--- src/include/ray_consts.svh ---
`ifndef RAY_CONSTS_SVH
`define RAY_CONSTS_SVH

// screen size in pixels, kept small so a frame simulates quickly
`define SCREEN_WIDTH  16
`define SCREEN_HEIGHT 12

// signed 8.24 fixed point
`define FP_FRAC_BITS  24
`define FP_ONE        (32'sd1 <<< `FP_FRAC_BITS)

// 2/width and 2/height in 8.24, truncated
`define INV_HALF_WIDTH  (32'((64'sd2 <<< `FP_FRAC_BITS) / `SCREEN_WIDTH))
`define INV_HALF_HEIGHT (32'((64'sd2 <<< `FP_FRAC_BITS) / `SCREEN_HEIGHT))

// width/height in 8.24
`define ASPECT_RATIO    (32'(((64'sd1 * `SCREEN_WIDTH) <<< `FP_FRAC_BITS) / `SCREEN_HEIGHT))

// cycles from input strobe to output strobe
`define INV_SQRT_LATENCY 5
// ndc, scale, vector, inverse square root, normalize
`define RAY_GEN_LATENCY  9

`endif

--- src/rtl/fixed_point_pkg.sv ---
`include "ray_consts.svh"

package fixed_point_pkg;

    // signed 8.24 scalar
    typedef logic signed [31:0] fp;

    // three-component vector, x in the top word
    typedef struct packed {
        fp x;
        fp y;
        fp z;
    } vec3;

    // full-width product, then drop the fraction bits
    // the arithmetic shift rounds toward negative infinity
    function automatic fp fp_mul(
        input fp a,
        input fp b
    );
        logic signed [63:0] product;
        product = 64'(a) * 64'(b);
        return fp'(product >>> `FP_FRAC_BITS);
    endfunction

    // each product is truncated before the sum
    function automatic fp vec3_dot(
        input vec3 a,
        input vec3 b
    );
        fp sum_xy;
        sum_xy = fp_mul(a.x, b.x) + fp_mul(a.y, b.y);
        return sum_xy + fp_mul(a.z, b.z);
    endfunction

endpackage

--- src/rtl/ray_pkg.sv ---
package ray_pkg;

    // screen position of one pixel
    // x counts fastest, origin at the top left
    typedef struct packed {
        logic [9:0] x;
        logic [9:0] y;
        // final pixel of the frame
        logic       last;
    } pixel_coord_t;

    // unit direction in camera space, tagged with its pixel
    // z is always negative since the camera looks along -z
    typedef struct packed {
        fixed_point_pkg::vec3 direction;
        pixel_coord_t         pixel;
    } ray_t;

endpackage

--- src/rtl/pixel_scanner.sv ---
`timescale 1ns/100ps
`include "ray_consts.svh"

module pixel_scanner (
    input  logic                  clk,
    input  logic                  rst,
    input  logic                  frame_start,
    output ray_pkg::pixel_coord_t pixel,
    output logic                  pixel_valid,
    output logic                  busy
);

    logic [9:0] x_cnt;
    logic [9:0] y_cnt;
    logic       end_of_row;
    logic       end_of_frame;

    assign end_of_row   = (x_cnt == 10'(`SCREEN_WIDTH - 1));
    assign end_of_frame = end_of_row && (y_cnt == 10'(`SCREEN_HEIGHT - 1));

    // counters rest at zero while idle, so a new frame starts at (0,0)
    always_ff @(posedge clk) begin
        if (!rst) begin
            busy  <= 1'b0;
            x_cnt <= '0;
            y_cnt <= '0;
        end else if (busy) begin
            if (end_of_frame) begin
                busy  <= 1'b0;
                x_cnt <= '0;
                y_cnt <= '0;
            end else if (end_of_row) begin
                x_cnt <= '0;
                y_cnt <= y_cnt + 10'd1;
            end else begin
                x_cnt <= x_cnt + 10'd1;
            end
        end else if (frame_start) begin
            // strobes during a scan fall into the branch above and are dropped
            busy <= 1'b1;
        end
    end

    // one pixel on every busy cycle
    assign pixel_valid = busy;
    assign pixel.x     = x_cnt;
    assign pixel.y     = y_cnt;
    assign pixel.last  = end_of_frame;

endmodule

--- config.mk ---
export PLATFORM = sky130hd
export DESIGN_NAME = pixel_scanner
export DESIGN_NICKNAME = d
export VERILOG_FILES = /design/src/rtl/fixed_point_pkg.sv /design/src/rtl/ray_pkg.sv /design/src/rtl/pixel_scanner.sv
export VERILOG_INCLUDE_DIRS = /design/src /design/src/include
export SDC_FILE = /design/constraint.sdc
export NUM_CORES = 1
export LEC_CHECK = 0
export ABC_AREA = 0
export BUFFER_PORTS_ARGS = -buffer_cell sky130_fd_sc_hd__buf_2
export CAP_MARGIN = 10
export CORE_UTILIZATION = 43
export CTS_CLUSTER_DIAMETER = 200
export DETAILED_ROUTE_END_ITERATION = 6
export GPL_ROUTABILITY_DRIVEN = 0
export PLACE_DENSITY = 0.67
export RECOVER_POWER = 50
export SYNTH_ARGS = -nofsm -noshare
export SYNTH_HDL_FRONTEND = slang
export SYNTH_SLANG_ARGS = --single-unit
--- constraint.sdc ---
create_clock -name clk -period 5.1 [get_ports clk]
set_input_delay 0.255 -clock clk [delete_from_list [all_inputs] [get_ports clk]]
set_output_delay 0.255 -clock clk [all_outputs]
set_load 0.03 [all_outputs]
# Word-level counts from Yosys, hierarchy flattened
# Cells that the tools add are included.
# W data, S select, Z words.
[classes] reduce_logical=3 addsub=2 muxes=7 n_eq_ne=2
[ops] op="$mux W10" n=4
[ops] op="$add A10 B1 Y10 const B" n=2
[ops] op="$eq A10 B4 Y1 const B" n=2
[ops] op="$mux W1" n=3
[ops] op="$reduce_and A2 Y1" n=1
[ops] op="$reduce_bool A2 Y1" n=1
[ops] op="$logic_and A1 B1 Y1" n=1
[totals] regBits=21 wordCells=17

# Logic depth before layout (Yosys ltp)
# Gate-level depths: netlist of the first run.
[depth] word_depth=4 ltp_mapped=6 depth_no_buf=5

# Worst setup path before layout of the first run
# No wires, ideal clock.
[synth_timing] kind="register -> register" startpoint="reg x_cnt[0]" endpoint="reg busy" period_less_slack_ns=1.916 t_required_ns=4.967 setup_ns=0.133 n_path_buf=1 setup_slack_ns=3.184 t_arrival_ns=1.783 path_stages_with_launch=7 path_cell_list="dfxtp_1 -> ha_1 -> and3_1 -> clkbuf_1 -> nand3_1 -> o21ai_1 -> nor2_1"
[synth_via] elab_chain_len=4
[synth_rtl] item="from (decl)" line_no="pixel_scanner.sv:13" rtl="logic [9:0] x_cnt;"
[synth_rtl] item="from (signal assigned)" line_no="pixel_scanner.sv:36" rtl="x_cnt <= x_cnt + 10'd1;"
[synth_rtl] item="$eq A10 B4 Y1" line_no="pixel_scanner.sv:18" rtl="assign end_of_row = (x_cnt == 10'(`SCREEN_WIDTH - 1));"
[synth_rtl] item="$logic_and A1 B1 Y1" line_no="pixel_scanner.sv:19" rtl="assign end_of_frame = end_of_row && (y_cnt == 10'(`SCREEN_HEIGHT - 1));"
[synth_rtl] item="$mux W1" line_no="pixel_scanner.sv:28" rtl="if (end_of_frame) begin"
[synth_rtl] item="$mux W1" line_no="pixel_scanner.sv:27" rtl="end else if (busy) begin"
[synth_rtl] item="to (signal assigned)" line_no="pixel_scanner.sv:24" rtl="busy <= 1'b0;"
[synth_rtl] item="to (signal assigned)" line_no="pixel_scanner.sv:29" rtl="busy <= 1'b0;"
[synth_rtl] item="to (signal assigned)" line_no="pixel_scanner.sv:40" rtl="busy <= 1'b1;"
[synth_rtl] item="to (decl)" line_no="pixel_scanner.sv:10" rtl="output logic busy"
# No other way between the ends.
# A chain may end at the register's enable or synchronous reset.

==> results of run 1 <==
cell type report:
type	instances	area [µm²]
Sequential cell	21	420
Inverter	3	11.3
Clock buffer	4	26.3
Timing Repair Buffer	25	98.8
Fill cell	234	1080
Tap cell	28	35.0
Multi-Input combinational cell	87	558
metrics by stage:
stage / util / instances
6_report: 0.515 / 168
5_1_grt: 0.515 / 168
4_1_cts: 0.527 / 168
3_3_place_gp: 0.515 / 164
2_1_floorplan: - / 116
3_5_place_dp: 0.515 / 164
how the worst max path moves through the flow:
stage                  start       end  slack [ns]  depth (start not counted)
floorplan           x_cnt[0]      busy        3.18                          6
global placement    x_cnt[0]  y_cnt[2]        3.22                          5
detailed placement  x_cnt[0]  y_cnt[0]        3.12                          5
CTS                 x_cnt[3]  pixel[0]        3.05                          4
global route        x_cnt[3]  pixel[0]        2.92                          4
finish              x_cnt[3]  pixel[0]        3.06                          4
sequential cells by signal, indices dropped and copies added (netlist names):
register  count
x_cnt        10
y_cnt        10
busy          1
kinds of logic after synthesis:
kind of cell | count (synthesis) | synth area share
flip-flops | 21 | 0.408
adder cells (fa/ha/maj) | 2 | 0.0243
AO/OA/AOI/OAI | 11 | 0.0655
AND/OR/NAND/NOR | 59 | 0.322
buffers and inverters | 8 | 0.0510
multiplexers | 2 | 0.0194
XOR/XNOR | 13 | 0.110
Yosys cell counts:
cell type	count	share of area
or4_1	2	0.015
a21oi_1	5	0.024
nand4_1	8	0.049
dfxtp_1	21	0.41
nor4_4	1	0.021
buf_6	2	0.022
mux2i_1	2	0.019
xor2_1	8	0.068
nand3_1	7	0.034
o21ai_1	1	0.0048
nand4_2	1	0.012
nor3b_2	1	0.012
ha_1	2	0.024
nor3_1	2	0.0097
nor3b_1	1	0.0073
nor4_1	1	0.0061
o21ai_0	1	0.0048
and4_2	1	0.0097
and3_1	3	0.018
a2111oi_0	2	0.017
inv_1	3	0.011
nand2b_1	1	0.0061
nand2_1	6	0.022
xnor2_1	5	0.042
buf_4	2	0.015
and4_1	2	0.017
clkbuf_1	1	0.0036
nor2_1	21	0.076
o31ai_1	2	0.015
and3_2	1	0.0073
where the power goes:
| group | switching [mW] | leakage [nW] | internal (mW) | total, mW |
|---|---|---|---|---|
| clock network | 0.0510 | 0.0150 | 0.0306 | 0.0815 |
| registers | 0.00316 | 0.170 | 0.166 | 0.169 |
| logic | 0.0104 | 0.217 | 0.00423 | 0.0146 |
| total | 0.0645 | 0.402 | 0.201 | 0.265 |
metal layers:
metal,track usage,part of all wire
met3,0.0565,0.047
met2,0.338,0.51
met5,0,0
met1,0.212,0.44
met4,0.0509,0.0036
critical path: stages (launching register included):
cell     delay (ns)
dfxtp_1        0.46
nor3b_2        0.39
nand4_2        0.23
nor2_1         0.19
buf_2          0.22
cell usage in the layout (no fill, tap or decap):
cell       instances
o21ai_1            1
nor2_1            21
o21ai_0            1
o31ai_1            2
a21oi_1            5
clkbuf_1          22
inv_1              3
xor2_1             8
buf_2              4
and4_2             1
clkbuf_4           3
mux2i_1            2
ha_1               2
nand3_1            7
xnor2_1            5
and3_2             1
nand4_2            1
nand4_1            8
or4_1              2
nor3_1             2
nand2b_1           1
and3_1             3
nor3b_2            1
a2111oi_0          2
dfxtp_1           21
nor3b_1            1
and4_1             2
nand2_1            6
nor4_1             1
nor4_4             1
==> impl_metrics.ini, run 1 <==
[status]
status = complete, no violations

[power_and_ir_drop]
power_density_nw_per_um2 = 231
report.power.total_mw = 0.265
leakagePower_nw = 0.402
ir_worst_vdd_uv = 161

[route]
drc = 0
first_iter_violations = 12
dr_total_vias = 923
wl_per_cell_um = 13.2
wirelength_um = 2210
antenna_left = 0
via_per_inst = 5.49
drt-pass1-iter-count = 4

[timing]
setup_viol = 0
slew_headroom = 0.612
clock.fmax_ghz = 0.489
fin_tns_setup_ns = 0
period_minus_slack_ns = 2.04
drv_slew = 0
rsz0062_at_grt = no
skew_ns = 0.00162
hold_ws_ns = 0.153
period_share = 0.401
worst_pin_slew_ns = 0.578
hold_violations = 0
setup_ws_ns = 3.06

[global_routing]
grt_usage = 0.188
grt_max_degree = 12
grt_pass1_wl_um = 3620
grt_pass1_vias = 856
antenna_found_initial = 0
overflow = 0

[cts]
clkSinkCount = 21
worstSkewPairLatency_ns = 0.31
numCtsBuffers = 3
ctsHoldBuffers = 0
root_buffer = clkbuf_4
cts_resized = 0
clk_path_buf_depth = 2
post_cts_buffers = 0
clkSlewWorstSetupHoldPaths_ns = 0.11
cts_tree = built
htreeDepth = 1

[worst_hold_path]
hold_end = busy
min_delay_path_depth = 3
hold_path.class = in -> reg
hold_start = frame_start

[die]
die-height_um = 51.0
core_area_um2 = 2230
io_pins = 26
die_w_um = 51.0
dieArea_um2 = 2600
rows = 17
initial_core_util = 0.462

[synthesis]
netlist_area_um2 = 1030
yosysSeqAreaShare = 0.408
ys_ff_latch = 21
synth_nets = 121
synthCells = 116
synth_cell_types = 30
yosys_warnings = 0
syn_avg_cell_area_um2 = 8.89

[placement]
place_ws_ns = 3.12
hpwl_um = 1650
placedInstanceArea_um2 = 1150
portBuffers = 25

[finish]
nNetsFinal = 146
antennaDiodeCount = 0
final_layout_size_suffix_gt1_frac = 0.0857
final_area_um2 = 1150
areaGrowthSynthToFinish_pct = 11.5

[worst_setup_path]
worstPathRequired_ns = 4.85
arrival_ns = 1.79
r2r-start = x_cnt[0]
worstPathMaxFanout = 7
critical_path_class = reg -> out
rr_worst_depth = 5
timing.rr.end = y_cnt[0]
end_kind = primary output
r2r_setup_slack_ns = 3.10
start_kind = register

[run]
drv_cap = 0
(Power assumes the default switching activity.)
==> run 2, diff against run 1 <==
PLACE_DENSITY = 0.69   (was 0.67)
clock period = 1.85 ns   (was 5.1 ns; I/O delays follow)
==> impl_metrics.ini, run 2 (synthesis results as in run 1) <==
[status]
status = complete, no violations

[cts]
clk_path_buf_depth = 2
cts_tree = built
worstSkewPairLatency_ns = 0.31
root_buffer = clkbuf_4
numCtsBuffers = 3
clkSinkCount = 21
post_cts_buffers = 0
htreeDepth = 1
clkSlewWorstSetupHoldPaths_ns = 0.12

[worst_setup_path]
r2r-start = x_cnt[7]
critical_path_class = reg -> reg
arrival_ns = 1.95
r2r_setup_slack_ns = 0.13
start_kind = register
worstPathRequired_ns = 2.09
rr_worst_depth = 4
end_kind = register
timing.rr.end = y_cnt[5]
worstPathMaxFanout = 6

[die]
core_area_um2 = 2230
initial_core_util = 0.462
dieArea_um2 = 2600
die-height_um = 51.0
io_pins = 26
rows = 17
die_w_um = 51.0

[power_and_ir_drop]
ir_worst_vdd_uv = 473
report.power.total_mw = 0.733
leakagePower_nw = 0.426
power_density_nw_per_um2 = 609

[timing]
skew_ns = 0.00756
period_share = 0.928
hold_violations = 0
hold_ws_ns = 0.0772
fin_tns_setup_ns = 0
setup_viol = 0
worst_pin_slew_ns = 0.382
rsz0062_at_grt = no
clock.fmax_ghz = 0.582
period_minus_slack_ns = 1.72
slew_headroom = 0.746
drv_slew = 0

[run]
drv_cap = 0

[worst_hold_path]
hold_end = y_cnt[7]
hold_path.class = in -> reg
min_delay_path_depth = 3
hold_start = rst

[route]
drc = 0
wl_per_cell_um = 13.5
first_iter_violations = 23
dr_total_vias = 965
wirelength_um = 2340
drt-pass1-iter-count = 6
via_per_inst = 5.58
antenna_left = 0

[placement]
hpwl_um = 1710
portBuffers = 25
placedInstanceArea_um2 = 1180

[finish]
layout_common_cells = clkbuf_1 (22), nor2_1 (21), dfxtp_1 (20)
layout_commonest_cell = clkbuf_1
final_area_um2 = 1200
final_layout_size_suffix_gt1_frac = 0.124
nNetsFinal = 151
top_regs = x_cnt x10, y_cnt x10, busy x1
areaGrowthSynthToFinish_pct = 16.7
antennaDiodeCount = 0

[global_routing]
antenna_found_initial = 0
grt_pass1_wl_um = 4000
overflow = 0
grt_pass1_vias = 915
grt_usage = 0.206
grt_max_degree = 12
run 2: changes by cell type in the layout (fill, tap and decap cells not counted):
| cell | previous run | this run |
|---|---|---|
| dfxtp_2 | 0 | 1 |
| dfxtp_1 | 21 | 20 |
| dlygate4sd3_1 | 0 | 1 |
| o21ai_1 | 1 | 0 |
| o21ai_2 | 0 | 1 |
| nand4_4 | 0 | 1 |
| nand4_2 | 1 | 0 |
| buf_4 | 0 | 4 |
run 2: routing by layer:
metal,routed length [µm],vias up,track usage
met2,1150,37,0.346
li1,-,467,-
met3,129,6,0.0625
met1,1020,455,0.247
met5,0,-,0
met4,40,0,0.0648
run 2: per-stage QoR:
stage | setup WS, ns | instances | util
after floorplan | 0.0334 | 116 | -
after global placement | 0.253 | 168 | 0.531
after detailed placement | 0.153 | 168 | 0.531
after CTS | 0.0967 | 173 | 0.547
after global routing | 0.0256 | 173 | 0.539
final | 0.133 | 173 | 0.539
run 2: cell type report:
type | instances | area, µm²
clock buffer | 4 | 26.3
timing repair buffer | 30 | 139
fill | 218 | 1030
inverter | 3 | 11.3
sequential | 21 | 422
multi-input combinational | 87 | 571
tap | 28 | 35.0
run 2: worst max path at each step:
stage | start | endpoint | slack, ns
floorplan | x_cnt[0] | busy | 0.03
global placement | x_cnt[6] | y_cnt[6] | 0.25
detailed placement | x_cnt[6] | y_cnt[5] | 0.15
CTS | x_cnt[6] | y_cnt[5] | 0.1
global route | x_cnt[9] | pixel[0] | 0.03
finish | x_cnt[7] | y_cnt[5] | 0.13
run 2: repair_timing:
item	in CTS	in global routing
hold buffers	1	0
hold endpoints to repair	1	0
gates resized for setup	0	1
setup endpoints to repair	0	2
run 2: where the power goes:
part | internal (mW) | total [mW] | switching (mW)
Clock | 0.0842 | 0.223 | 0.139
Combinational | 0.0134 | 0.0431 | 0.0297
Sequential | 0.458 | 0.466 | 0.00857
run 2: critical path, cell delays in order, from the launching register on:
cell     delay [ns]
dfxtp_1        0.40
nor4_4         0.35
nand4_4        0.18
or4_1          0.54
a21oi_1        0.18
==> run 3, diff against run 2 <==
PLACE_DENSITY = 0.67   (was 0.69)
clock period = 2.2 ns   (was 1.85 ns; I/O delays follow)
==> impl_metrics.ini, run 3 (synthesis results as in run 1) <==
[worst_setup_path]
start_kind = register
cp_top_family = simple AND/OR/NAND/NOR gates
end_kind = register
r2r-start = x_cnt[0]
worstPathRequired_ns = 2.40
crit_path_top_delay_cell = o21ai_1
r2r_setup_slack_ns = 0.27
worst-path-buf-inv = 0
arrival_ns = 2.13
worstPathMaxFanout = 8
rr_worst_depth = 5
critPathMaxStageDelay_ns = 0.52
critical_path_class = reg -> reg
crit_chain = ha_1 -> and3_1 -> nand3_1 -> o21ai_1 -> nor2_1
timing.rr.end = y_cnt[2]
crit_start = x_cnt[0]

[route]
antenna_left = 0
via_per_inst = 5.40
drt-pass1-iter-count = 4
first_iter_violations = 23
wirelength_um = 2220
drc = 0
dr_total_vias = 924
wl_per_cell_um = 13.0

[power_and_ir_drop]
intPower_mw = 0.465
power_frac_clock = 0.306
power_density_nw_per_um2 = 526
power_frac_comb = 0.065
pwr-share-seq = 0.629
p_switching_mw = 0.154
switching_share = 0.248
leakagePower_nw = 0.420
ir_worst_vdd_uv = 393

[placement]
placedInstanceArea_um2 = 1160
portBuffers = 25
hpwl_um = 1660

[finish]
regArea_um2 = 420
fillers = 238
layout_common_cells = nor2_1 (21), dfxtp_1 (21), clkbuf_1 (21)
antennaDiodeCount = 0
final_area_um2 = 1180
areaGrowthSynthToFinish_pct = 14.1
nNetsFinal = 149
multiInputGateArea_um2 = 558
fin_util = 0.527
top_regs = x_cnt x10, y_cnt x10, busy x1
final_layout_size_suffix_gt1_frac = 0.105

[die]
die-height_um = 51.0
io_pins = 26
dieArea_um2 = 2600
core_area_um2 = 2230
die_w_um = 51.0
rows = 17
initial_core_util = 0.462

[worst_hold_path]
hold_start = rst
min_delay_path_depth = 3
hold_path.class = in -> reg
hold_end = y_cnt[7]

[cts]
clk_path_buf_depth = 2
root_buffer = clkbuf_4
worstSkewPairLatency_ns = 0.32
clkSinkCount = 21
numCtsBuffers = 3
htreeDepth = 1
clkSlewWorstSetupHoldPaths_ns = 0.12
cts_tree = built
post_cts_buffers = 0

[global_routing]
antenna_found_initial = 0
grt_max_degree = 13
overflow = 0
grt_pass1_vias = 844
grt_usage = 0.191
grt_pass1_wl_um = 3720

[timing]
hold_ws_ns = 0.0484
clock.fmax_ghz = 0.519
period_share = 0.876
rsz0062_at_grt = no
period_minus_slack_ns = 1.93
slew_headroom = 0.629
drv_slew = 0
skew_ns = 0.0122
worst_pin_slew_ns = 0.552
fin_tns_setup_ns = 0
setup_viol = 0
hold_violations = 0

[run]
drv_cap = 0

[status]
status = complete, no violations
[run 3: cell types whose count changed in the layout (fill, tap and decap cells not counted)]
cell      change
buf_4         -2
nand4_4       -1
dfxtp_2       -1
clkbuf_1      -1
o21ai_2       -1
clkinv_2      +1
dfxtp_1       +1
o21ai_1       +1
nand4_2       +1
[run 3: worst max path at each step]
stage,endpoint,cells after the start
2_1_floorplan,busy,6
3_3_place_gp,y_cnt[2],5
3_5_place_dp,y_cnt[2],5
4_1_cts,y_cnt[2],5
5_1_grt,y_cnt[2],5
6_report,y_cnt[2],5
[run 3: worst reg2reg max path: cells and delay by family (launching register included)]
kind,cells,cell delay (ns)
flops,1,0.41
compound gates,1,0.52
fa+ha+maj,1,0.24
simple gates,3,0.65
[run 3: layout make-up]
class,instances,area share
multi-input cells,87,0.474
flip-flops and latches,21,0.357
repair buffers,28,0.105
well taps,28,0.0298
clock buffers,3,0.0191
inverters,3,0.00957
clock inverters,1,0.00426
[run 3: stage by stage]
step | cells | setup slack (ns) | power, mW
after floorplan | 116 | 0.284 | 0.428
after global placement | 166 | 0.347 | 0.438
after detailed placement | 166 | 0.279 | 0.438
after CTS | 171 | 0.277 | 0.628
after global routing | 171 | 0.110 | 0.648
final | 171 | 0.273 | 0.619
[run 3: timing repair]
item | in CTS | in global routing
endpoints found under the hold margin | 1 | 0
setup endpoints to repair | 0 | 0
hold buffers | 1 | 0
gates resized for setup | 0 | 0
[run 3: layer usage]
metal | global-route usage | wire length, µm
met5 | 0 | 0
met4 | 0.0417 | 19
met3 | 0.0536 | 90
met2 | 0.342 | 1110
met1 | 0.222 | 998
[run 3: power groups by stage]
stage / Clock (mW) / Combinational, mW / Sequential, mW
2_1_floorplan: 0 / 0.0211 / 0.407
3_3_place_gp: 0 / 0.0402 / 0.398
3_5_place_dp: 0 / 0.0407 / 0.397
4_1_cts: 0.197 / 0.0420 / 0.389
5_1_grt: 0.214 / 0.0436 / 0.390
6_report: 0.190 / 0.0401 / 0.389
